$ cat src/verilog/uart_cfg.svh
`ifndef UART_CFG_SVH
`define UART_CFG_SVH

// clocks per bit, 2 or more.
`define UART_CLKS_PER_BIT 4

// start, eight data bits, parity, stop.
`define UART_FRAME_BITS 11

`endif

$ cat src/verilog/uart_pkg.sv
package uart_pkg;

   typedef logic [7:0] uart_byte_t;

   typedef logic [15:0] uart_cmd_t;  // high byte goes out first.

   typedef enum logic [1:0] {
      TX_IDLE,
      TX_HI,
      TX_LO
   } tx_state_e;

   typedef enum logic [1:0] {
      RX_IDLE,
      RX_START,
      RX_BITS,
      RX_STOP
   } rx_state_e;

   typedef enum logic [1:0] {
      RX_OK,
      RX_PARITY_ERR,
      RX_STOP_ERR
   } rx_status_e;

   // parity bit that makes data plus parity hold an odd number of ones.
   function automatic logic odd_parity(input uart_byte_t d);
      return ~(^d);
   endfunction

endpackage

$ cat src/verilog/uart_if.sv
interface uart_tx_if;
   uart_pkg::uart_byte_t data;
   logic                 load;  // one-cycle strobe while busy is low.
   logic                 busy;
   logic                 done;  // one cycle at the end of the stop bit.

   modport ctrl (
      output data,
      output load,
      input  busy,
      input  done
   );

   modport shifter (
      input  data,
      input  load,
      output busy,
      output done
   );
endinterface

interface uart_rx_if;
   uart_pkg::uart_byte_t data;
   uart_pkg::rx_status_e status;
   logic                 vld;  // data and status valid with it.

   modport deser (
      output data,
      output status,
      output vld
   );

   modport ctrl (
      input data,
      input status,
      input vld
   );
endinterface

$ cat src/verilog/uart_ctrl.sv
module uart_ctrl (
   input  logic                 clk,
   input  logic                 rst_n,
   input  uart_pkg::uart_cmd_t  cmd_in,
   input  logic                 cmd_vld,
   output logic                 cmd_rdy,
   uart_tx_if.ctrl              txc,
   uart_rx_if.ctrl              rxc,
   output logic                 read_rdy,
   output uart_pkg::uart_byte_t read_data,
   output logic                 read_err
);

   uart_pkg::tx_state_e state;
   uart_pkg::uart_cmd_t cmd_q;
   logic                accept;
   logic                rx_ok;

   assign accept = cmd_vld && cmd_rdy;
   assign rx_ok  = (rxc.status == uart_pkg::RX_OK);

   // the shifter takes the byte in the cycle that load is high.
   assign txc.data = (state == uart_pkg::TX_LO) ? cmd_q[7:0] : cmd_q[15:8];

   always_ff @(posedge clk or negedge rst_n) begin
      if (!rst_n) begin
         state    <= uart_pkg::TX_IDLE;
         txc.load <= 1'b0;
         cmd_rdy  <= 1'b1;
      end else begin
         txc.load <= 1'b0;
         case (state)
            uart_pkg::TX_IDLE: begin
               if (accept) begin
                  state    <= uart_pkg::TX_HI;
                  txc.load <= 1'b1;
                  cmd_rdy  <= 1'b0;
               end else if (!cmd_rdy) begin
                  cmd_rdy <= 1'b1;  // low byte stop bit has just ended.
               end
            end
            uart_pkg::TX_HI: begin
               if (txc.done) begin
                  state    <= uart_pkg::TX_LO;
                  txc.load <= 1'b1;  // lands on the last stop-bit cycle.
               end
            end
            uart_pkg::TX_LO: begin
               if (txc.done) begin
                  state <= uart_pkg::TX_IDLE;
               end
            end
            default: state <= uart_pkg::TX_IDLE;
         endcase
      end
   end

   always_ff @(posedge clk) begin
      if (accept) begin
         cmd_q <= cmd_in;
      end
   end

   always_ff @(posedge clk or negedge rst_n) begin
      if (!rst_n) begin
         read_rdy <= 1'b0;
         read_err <= 1'b0;
      end else begin
         read_rdy <= rxc.vld && rx_ok;
         read_err <= rxc.vld && !rx_ok;
      end
   end

   // bad frames leave the last good byte in place.
   always_ff @(posedge clk) begin
      if (rxc.vld && rx_ok) begin
         read_data <= rxc.data;
      end
   end

endmodule

$ cat src/verilog/uart_tx_shifter.sv
`include "uart_cfg.svh"

module uart_tx_shifter (
   input  logic        clk,
   input  logic        rst_n,
   uart_tx_if.shifter  txs,
   output logic        tx
);

   localparam int CPB  = `UART_CLKS_PER_BIT;
   localparam int CW   = $clog2(CPB);
   localparam int NB   = `UART_FRAME_BITS;
   localparam int LAST = NB - 1;

   logic [NB-2:0] frame;  // bits still to go after the start bit.
   logic [CW-1:0] cnt;
   logic [3:0]    bit_idx;
   logic          busy_q;
   logic          bit_end;

   assign bit_end = (cnt == CW'(CPB - 1));

   // one cycle before the stop bit ends, so the next load meets its last cycle.
   assign txs.done = busy_q && (bit_idx == 4'(LAST)) && (cnt == CW'(CPB - 2));
   assign txs.busy = busy_q;

   always_ff @(posedge clk or negedge rst_n) begin
      if (!rst_n) begin
         tx      <= 1'b1;
         busy_q  <= 1'b0;
         cnt     <= '0;
         bit_idx <= '0;
      end else if (txs.load) begin
         tx      <= 1'b0;  // start bit.
         busy_q  <= 1'b1;
         cnt     <= '0;
         bit_idx <= '0;
      end else if (busy_q) begin
         if (txs.done) begin
            busy_q <= 1'b0;  // tx already high for the stop bit.
         end else if (bit_end) begin
            cnt     <= '0;
            bit_idx <= bit_idx + 4'd1;
            tx      <= frame[NB-2];
         end else begin
            cnt <= cnt + CW'(1);
         end
      end
   end

   always_ff @(posedge clk) begin
      if (txs.load) begin
         frame <= {txs.data, uart_pkg::odd_parity(txs.data), 1'b1};
      end else if (busy_q && bit_end) begin
         frame <= {frame[NB-3:0], 1'b1};
      end
   end

endmodule

$ cat src/verilog/uart_rx_deser.sv
`include "uart_cfg.svh"

module uart_rx_deser (
   input  logic      clk,
   input  logic      rst_n,
   input  logic      rx,
   uart_rx_if.deser  rxs
);

   localparam int CPB   = `UART_CLKS_PER_BIT;
   localparam int CW    = $clog2(CPB);
   localparam int HALF  = CPB / 2;
   localparam int NBITS = `UART_FRAME_BITS - 2;  // data plus parity.

   logic                 rx_s1;
   logic                 rx_s2;
   logic                 rx_s3;
   uart_pkg::rx_state_e  state;
   logic [CW-1:0]        cnt;
   logic [3:0]           bit_idx;
   logic [NBITS-1:0]     shreg;
   logic                 bit_end;
   uart_pkg::uart_byte_t rx_byte;

   assign bit_end = (cnt == CW'(CPB - 1));
   assign rx_byte = shreg[NBITS-1:1];

   always_ff @(posedge clk or negedge rst_n) begin
      if (!rst_n) begin
         rx_s1 <= 1'b1;
         rx_s2 <= 1'b1;
         rx_s3 <= 1'b1;
      end else begin
         rx_s1 <= rx;
         rx_s2 <= rx_s1;
         rx_s3 <= rx_s2;  // edge history.
      end
   end

   always_ff @(posedge clk or negedge rst_n) begin
      if (!rst_n) begin
         state   <= uart_pkg::RX_IDLE;
         cnt     <= '0;
         bit_idx <= '0;
         rxs.vld <= 1'b0;
      end else begin
         rxs.vld <= 1'b0;
         case (state)
            uart_pkg::RX_IDLE: begin
               if (rx_s3 && !rx_s2) begin
                  state <= uart_pkg::RX_START;
                  cnt   <= '0;
               end
            end
            uart_pkg::RX_START: begin
               if (cnt == CW'(HALF - 1)) begin
                  cnt     <= '0;
                  bit_idx <= '0;
                  state   <= rx_s2 ? uart_pkg::RX_IDLE : uart_pkg::RX_BITS;  // glitch.
               end else begin
                  cnt <= cnt + CW'(1);
               end
            end
            uart_pkg::RX_BITS: begin
               if (bit_end) begin
                  cnt     <= '0;
                  bit_idx <= bit_idx + 4'd1;
                  if (bit_idx == 4'(NBITS - 1)) begin
                     state <= uart_pkg::RX_STOP;
                  end
               end else begin
                  cnt <= cnt + CW'(1);
               end
            end
            uart_pkg::RX_STOP: begin
               if (bit_end) begin
                  state   <= uart_pkg::RX_IDLE;
                  rxs.vld <= 1'b1;
               end else begin
                  cnt <= cnt + CW'(1);
               end
            end
            default: state <= uart_pkg::RX_IDLE;
         endcase
      end
   end

   always_ff @(posedge clk) begin
      if (state == uart_pkg::RX_BITS && bit_end) begin
         shreg <= {shreg[NBITS-2:0], rx_s2};  // msb arrives first.
      end
      if (state == uart_pkg::RX_STOP && bit_end) begin
         rxs.data <= rx_byte;
         if (uart_pkg::odd_parity(rx_byte) != shreg[0]) begin
            rxs.status <= uart_pkg::RX_PARITY_ERR;
         end else if (!rx_s2) begin
            rxs.status <= uart_pkg::RX_STOP_ERR;
         end else begin
            rxs.status <= uart_pkg::RX_OK;
         end
      end
   end

endmodule

$ cat src/verilog/uart_top.sv
module uart_top (
   input  logic                 clk,
   input  logic                 rst_n,
   input  uart_pkg::uart_cmd_t  cmd_in,
   input  logic                 cmd_vld,
   input  logic                 rx,
   output logic                 tx,
   output logic                 cmd_rdy,
   output logic                 read_rdy,
   output uart_pkg::uart_byte_t read_data,
   output logic                 read_err
);

   uart_tx_if u_tx_if ();
   uart_rx_if u_rx_if ();

   uart_ctrl u_ctrl (
      .clk       (clk),
      .rst_n     (rst_n),
      .cmd_in    (cmd_in),
      .cmd_vld   (cmd_vld),
      .cmd_rdy   (cmd_rdy),
      .txc       (u_tx_if.ctrl),
      .rxc       (u_rx_if.ctrl),
      .read_rdy  (read_rdy),
      .read_data (read_data),
      .read_err  (read_err)
   );

   uart_tx_shifter u_tx_shifter (
      .clk   (clk),
      .rst_n (rst_n),
      .txs   (u_tx_if.shifter),
      .tx    (tx)
   );

   uart_rx_deser u_rx_deser (
      .clk   (clk),
      .rst_n (rst_n),
      .rx    (rx),
      .rxs   (u_rx_if.deser)
   );

endmodule

$ cat config.mk
export PLATFORM = sky130hd
export DESIGN_NAME = uart_top
export DESIGN_NICKNAME = d
export VERILOG_FILES = /design/src/verilog/uart_pkg.sv /design/src/verilog/uart_if.sv /design/src/verilog/uart_ctrl.sv /design/src/verilog/uart_tx_shifter.sv /design/src/verilog/uart_rx_deser.sv /design/src/verilog/uart_top.sv
export VERILOG_INCLUDE_DIRS = /design/src /design/src/verilog
export SDC_FILE = /design/constraint.sdc
export NUM_CORES = 1
export LEC_CHECK = 0
export ABC_AREA = 1
export BUFFER_PORTS_ARGS = -buffer_cell sky130_fd_sc_hd__buf_2
export CORE_MARGIN = 5
export CORE_UTILIZATION = 50
export CTS_CLUSTER_SIZE = 25
export DETAILED_ROUTE_END_ITERATION = 10
export PLACE_DENSITY = 0.69
export SETUP_SLACK_MARGIN = 0.05
export SYNTH_ARGS = -nofsm -noshare
export SYNTH_HDL_FRONTEND = slang
export SYNTH_SLANG_ARGS = --single-unit
$ cat constraint.sdc
create_clock -name clk -period 4.85 [get_ports clk]
set_input_delay 0.2425 -clock clk [delete_from_list [all_inputs] [get_ports clk]]
set_output_delay 0.2425 -clock clk [all_outputs]
set_load 0.005 [all_outputs]
==> results.md, run 1 <==
- Status: completed
- Critical-path cell list: inv_1 > ha_1 > inv_1 > o21ai_1 > nor2_2 > inv_1 > nor2_1 > nand2_1 > o21ai_0 > nor2_1
- End point of the critical path: u_rx_deser.bit_idx[3]$_DFFE_PN0P_
- Total wire length: 5.19 mm
- Actual slew at the worst max-slew pin: 1050 ps
- Period utilization: 35.5%
- Post-synth top flop: edfxtp_1
- Crit-path slowest cell: dfrtp_1
- Skew final: 12.3 ps
- Critical Path RT: just over 5000 ps
- Buf+Inv Stages, Crit Path: 3
- Post-DP Area: 3700 µm²
- P&R area growth vs syn: 12.5%
- Starting Density: 51.1%
- Maxcap violations: 0
- Commonest cells in the netlist: nand2_1 (103), edfxtp_1 (52), inv_1 (46)
- Reg2Reg Depth: 10
- Latest clock arrival within the worst-skew pair: 360 ps
- Syn nets: 369
- DRT iter0 DRCs: between 100 and 150
- Critical Path End Type: flip-flop
- F_max: 582 MHz
- Die height: 93.3 µm
- Die Wd: a little over 90 µm
- Clock Path Buffers: 2
- Final setup viols: 0
- Final setup TNS: 0 ps
- Number of global-route vias before repair: 2061
- DR vias/cell: approximately 4.7
- Synthesized area per cell: 10.3 µm²
- Top-area cell type share of the netlist area: 45.0%
- Largest stage delay, worst path: between 400 and 500 ps
- Synth Cell Area: 3470 µm²
- Fraction of layout cells with a size suffix above 1: between 10% and 20%
- Die area: 8710 µm²
- Final Hold Violating Endpoints: 0
- CTS resizes: 0
- Max FO, Critical Path: 8
- Area leader, netlist: edfxtp_1
- Worst-path clk slew: 90 ps
- Synth area leaders: edfxtp_1 (45%), dfrtp_1 (15%), nand2_1 (11%)
- Global route overflow: 0
- # port buffers: 31
- Hold Startpoint: cmd_in[3]
- # nets final: 407
- WP data arrival: 2010 ps
- RSZ-0062 raised after global routing: no
- Clock sink total: slightly below 80
- Instance count on the critical path: 10
- Slew margin rel.: 29.6%
- WL/cell: 10.9 µm
- Core area: approximately 6800 µm²
- Vias: 2212
- Worst R2R End: u_rx_deser.bit_idx[3]$_DFFE_PN0P_
- Root Driver: clkbuf_8
- Yosys cell types: 29
- TritonCTS clock tree: built
- Final-report max-slew violation count: 0
- CTS H-tree depth: 3
- #FFs+latches synth: 78
- Critical path class: reg -> reg
- FF-to-FF Start: u_rx_deser.state[0]$_DFFE_PN0P_
- Worst setup startpoint: u_rx_deser.state[0]$_DFFE_PN0P_
- First-pass GRT wire length: 9.18 mm
- LEAKAGE: 1.80 nW
- R2R Setup Slk: 3130 ps
- DRC Markers: 0
- Number of buffers created by CTS: 9
- GRT Overall Usage: 13.7%
- Post-route ant nets: 0
- Final instance area: 3910 µm²
- Most common cell in the netlist: nand2_1
- GPL Wtd Cong: 0.817
- Fin crit period: 1720 ps
- Drt first pass iters: 4
- Ant. Diodes: 0
- Initial antenna violation count: 0
- Finished Core Util: 57.5%
- Yosys warning count: 0
- Num ports: 32
- Startpoint types: flip-flop
- Delay-heaviest family, CP: flip-flops
- Post-synth ARST share: about a third
- Pin count of the biggest net entering global routing: 27
- Synth Instances: 336
- Worst hold path class: in -> reg
- HPWL after detailed placement: 3.86 mm
- CP most frequent cell: inv_1
- PD cells: 360 nW/µm²
- Peak VDD IR: 178 µV
- Post-synth EDFFs: 52
- Sequential fraction of the synthesis area: 63.9%
- FP Rows: 30
## state kept, by name, indices dropped and copies added, names as in the netlist, named ones only
| name | count |
|---|---|
| u_rx_deser.state | 1 |
| u_tx_shifter.frame | 9 |
| u_ctrl.txc.load | 1 |
| u_rx_deser.rxs.data | 8 |
| u_tx_shifter.txs.busy | 1 |
| u_ctrl.read_err | 1 |
| u_tx_shifter.cnt | 2 |
| u_ctrl.read_data | 8 |
| u_rx_deser.rx_s1 | 1 |
| u_tx_shifter.tx | 1 |
| u_rx_deser.rxs.vld | 1 |
| u_ctrl.state | 2 |
| u_ctrl.cmd_rdy | 1 |
| u_rx_deser.shreg | 9 |
| u_rx_deser.rx_s2 | 1 |
| u_rx_deser.rxs.status | 2 |
| u_rx_deser.cnt | 2 |
| u_tx_shifter.bit_idx | 4 |
| u_rx_deser.rx_s3 | 1 |
| u_ctrl.read_rdy | 1 |
| u_ctrl.cmd_q | 16 |
| u_rx_deser.bit_idx | 4 |
## what timing repair did
| action | 4_1_cts | 5_1_grt |
|---|---|---|
| setup buffers | 0 | 0 |
| hold buffers | 2 | 0 |
| setup endpoints to repair | 0 | 0 |
| hold endpoints to repair | 22 | 0 |
## cell families (layout without fill, tap and decap cells)
logic type / count (synthesis) / after routing / synth area share [%]
flip-flops: 78 / 78 / 63.9
AO/OA/AOI/OAI: 35 / 35 / 5.66
buffers and inverters: 54 / 97 / 6.52
adder cells (fa/ha/maj): 13 / 13 / 4.68
AND/OR/NAND/NOR: 150 / 150 / 17.8
XOR/XNOR: 6 / 6 / 1.51
## layout by cell type (no fill, tap or decap), types with 3 or more instances in the layout
| master | synthesis | routed |
|---|---|---|
| a21oi_1 | 8 | 8 |
| buf_2 | 1 | 31 |
| nor2_1 | 18 | 18 |
| ha_1 | 13 | 13 |
| nand2_1 | 103 | 103 |
| o21ai_2 | 3 | 3 |
| o21ai_0 | 18 | 18 |
| inv_1 | 46 | 46 |
| xnor2_1 | 5 | 5 |
| nand3_1 | 22 | 22 |
| edfxtp_1 | 52 | 52 |
| inv_6 | 0 | 3 |
| clkbuf_8 | 0 | 9 |
| dfstp_2 | 5 | 5 |
| dfrtp_1 | 21 | 21 |
## cell type report
type                            instances  area [µm²]
Clock buffer                            9         124
Clock inverter                          7        61.3
Sequential cell                        78        2220
Fill cell                             566        2890
Timing Repair Buffer                   33         175
Tap cell                               96         120
Multi-Input combinational cell        204        1030
Inverter                               48         180
## layer usage
metal  global-route usage, %  part of all wire (%)  vias to the layer above
li1                        -                     -                     1167
met5                       0                     0                        -
met3                    4.75                   5.1                        7
met4                    6.47                   1.6                        0
met1                    18.5                    49                      991
met2                    19.9                    44                       47
## report_power, final
part	total [mW]	switching, mW	internal [mW]	leakage [nW]
clock	0.449	0.254	0.195	0.0888
combinational	0.203	0.130	0.0732	0.903
sequential	0.757	0.0190	0.738	0.804
total	1.41	0.402	1.01	1.80
## through the flow
stage                     worst slack, ps  total power [mW]  instances  hold slack, ps
after global routing                 2890              1.50        475            27.9
final                                3130              1.41        475            56.6
after detailed placement             3160             0.970        457             275
after global placement               3210             0.961        457             269
after floorplan                      3320             0.919        336           -53.1
after CTS                            3160              1.42        475            41.9
## worst min path at each step
stage | to | cells past startpoint
floorplan | asynchronous set/reset pin | 0
global placement | u_tx_shifter.bit_idx[1]$_DFFE_PN0P_ | 1
detailed placement | u_tx_shifter.bit_idx[1]$_DFFE_PN0P_ | 1
CTS | u_ctrl.cmd_q[3]$_DFFE_PP_ | 1
global route | u_ctrl.cmd_q[3]$_DFFE_PP_ | 1
finish | u_ctrl.cmd_q[3]$_DFFE_PP_ | 1
(Power assumes the default switching activity.)
==> run 2: changes to the inputs <==
PLACE_DENSITY = 0.72   (was 0.69)
clock period = 1.5 ns   (was 4.85 ns; I/O delays follow)
==> results.md, run 2 (synthesized netlist as in run 1, its figures left out) <==
- Internal Power: 3.49 mW (+250%)
- Fraction of layout cells with a size suffix above 1: 30.2% (+14 points)
- Final Hold Violating Endpoints: 0 (unchanged)
- Buf+Inv Stages, Crit Path: 2 (-1)
- Reg power frac: 48.6% (-5.2 points)
- Period utilization: 99.9% (+64 points)
- Number of global-route vias before repair: 2244 (+8.9%)
- Final setup viols: 0 (unchanged)
- WP data arrival: 1790 ps (-220 ps)
- GRT Overall Usage: 15.3% (+1.5 points)
- Critical Path End Type: flip-flop
- Die height: 93.3 µm (unchanged)
- Worst hold path class: in -> reg
- Crit-path slowest cell: dfrtp_1
- Initial antenna violation count: 0 (unchanged)
- Switching Share: 30.9% (+2.4 points)
- TritonCTS clock tree: built
- Slew margin rel.: 58.2% (+29 points)
- LEAKAGE: 1.99 nW (+11%)
- Peak VDD IR: 678 µV (+280%)
- Finished Layout Cells: 513 (+8.0%)
- Latest clock arrival within the worst-skew pair: 350 ps (about the same)
- Finished Core Util: 65.2% (+7.7 points)
- Commonest cells after routing, fill and taps aside: nand2_1 (92), edfxtp_1 (52), inv_1 (37)
- Cells after DPL: 468 (+2.4%)
- Hold_ws: 54.1 ps (-2.55 ps)
- Post-route ant nets: 0 (unchanged)
- Largest register FFs: 16 (unchanged)
- Drt first pass iters: 4 (unchanged)
- Fin crit period: 1500 ps (-220 ps)
- DRC Markers: 0 (unchanged)
- Skew final: 9.51 ps (-2.78 ps)
- F_max: 667 MHz (+15%)
- Num ports: 32 (unchanged)
- Delay-heaviest family, CP: simple AND/OR/NAND/NOR gates
- WL/cell: 12.4 µm (+14%)
- Commonest non-fill, non-tap cell in the layout: nand2_1
- Switching power: 1.57 mW (+290%)
- Global route overflow: 0 (unchanged)
- Ant. Diodes: 0 (unchanged)
- # port buffers: 31 (unchanged)
- P&R area growth vs syn: 27.6%
- Clock Path Buffers: 2 (unchanged)
- Largest Register: u_ctrl.cmd_q
- Number of buffers created by CTS: 9 (unchanged)
- Startpoint types: flip-flop
- FP Rows: 30 (unchanged)
- First-pass GRT wire length: 10.2 mm (+11%)
- Vias: 2423 (+9.5%)
- Worst-path clk slew: 100 ps (about the same)
- GPL Wtd Cong: 0.784 (-4.1%)
- Status: completed
- Total wire length: 6.37 mm (+23%)
- RSZ-0062 raised after global routing: yes
- Largest stage delay, worst path: 410 ps (about the same)
- CTS H-tree depth: 3 (unchanged)
- Logic pwr share: 21.5% (+7.1 points)
- Die Wd: 93.3 µm (unchanged)
- Clock sink total: 78 (unchanged)
- Max FO, Critical Path: 3 (-5)
- DR vias/cell: 4.72 (+1.4%)
- Die area: 8710 µm² (unchanged)
- Biggest regs: u_ctrl.cmd_q: 16 flops, u_rx_deser.shreg: 9 flops, u_tx_shifter.frame: 9 flops
- Critical path class: reg -> reg
- Clock network power share: 29.9% (-2.0 points)
- Core area: 6790 µm² (unchanged)
- Final setup TNS: 0 ps (unchanged)
- Filler cell count: 513 (-9.4%)
- Tot Pwr: 5.06 mW (+260%)
- Critical-path cell list: buf_6 > ha_2 > inv_2 > a21oi_2 > nor2_1 > nand3_2 > nor2_2 > nand3_1 > o21ai_1
- HPWL after detailed placement: 3.88 mm (+0.32%)
- Starting Density: 51.1% (unchanged)
- Root Driver: clkbuf_8
- Final-report max-slew violation count: 0 (unchanged)
- # nets final: 445 (+9.3%)
- Critical Path RT: 1790 ps (-3350 ps)
- PD cells: 1140 nW/µm² (+220%)
- Actual slew at the worst max-slew pin: 627 ps (-421 ps)
- DRT iter0 DRCs: 148 (+33%)
- Pin count of the biggest net entering global routing: 27 (unchanged)
- Maxcap violations: 0 (unchanged)
==> run 2: worst paths after layout <==
path / slack (ps) / depth (start not counted) / start / to
setup / recovery: 0.8 / 9 / flip-flop / flip-flop
hold / removal: 50 / 4 / cmd_vld / u_ctrl.cmd_rdy$_DFFE_PN1P_
setup reg to reg: 0.8 / 9 / flip-flop / flip-flop
hold reg to reg: 390 / 0 / u_rx_deser.rx_s2$_DFF_PN1_ / u_rx_deser.rx_s3$_DFF_PN1_
max in group asynchronous: 770 / 2 / rst_n / u_ctrl.state[1]$_DFFE_PN0P_
min in group asynchronous: 260 / 2 / rst_n / u_rx_deser.cnt[0]$_DFFE_PN0P_
==> run 2: layout make-up <==
type	count	area [µm²]	share of cell area [%]
inverters	48	189	4.26
multi-input cells	205	1210	27.3
repair buffers	70	504	11.4
clock inverters	7	66.3	1.50
flip-flops and latches	78	2220	50.1
clock buffers	9	124	2.80
well taps	96	120	2.71
==> run 2: metal layers <==
layer / global-route usage [%] / vias to the layer above / wire length (µm)
met5: 0 / - / 0
met4: 4.40 / 0 / 40
met3: 5.47 / 6 / 280
met2: 24.3 / 56 / 3200
met1: 19.7 / 1113 / 2850
li1: - / 1248 / -
==> run 2: what timing repair did <==
item,CTS,global route
gates cloned,1,0
hold buffers,18,0
setup buffers,5,6
resized for setup,9,45
setup endpoints to repair,6,26
pin swaps,4,18
endpoints found under the hold margin,38,0
==> run 2: power by group through the flow <==
stage                     combinational (mW)  sequential (mW)  clock (mW)
after CTS                              0.789             2.45        1.54
final                                   1.09             2.46        1.51
after floorplan                        0.528             2.49           0
after global placement                 0.707             2.50           0
after detailed placement               0.719             2.51           0
after global routing                    1.20             2.47        1.66
==> run 2: worst register-to-register path, stage by stage (launching register included) <==
cell	delay [ps]
dfrtp_1	410
buf_6	130
ha_2	180
inv_2	70
a21oi_2	50
nor2_1	150
nand3_2	130
nor2_2	150
nand3_1	70
o21ai_1	80
==> run 2: per-stage QoR <==
step / area [µm²] / worst slack, ps
2_1_floorplan: 3500 / 40.8
3_3_place_gp: 3800 / -28.4
3_5_place_dp: 3800 / -49.9
4_1_cts: 4240 / 51.3
5_1_grt: 4430 / -78.9
6_report: 4430 / 0.820
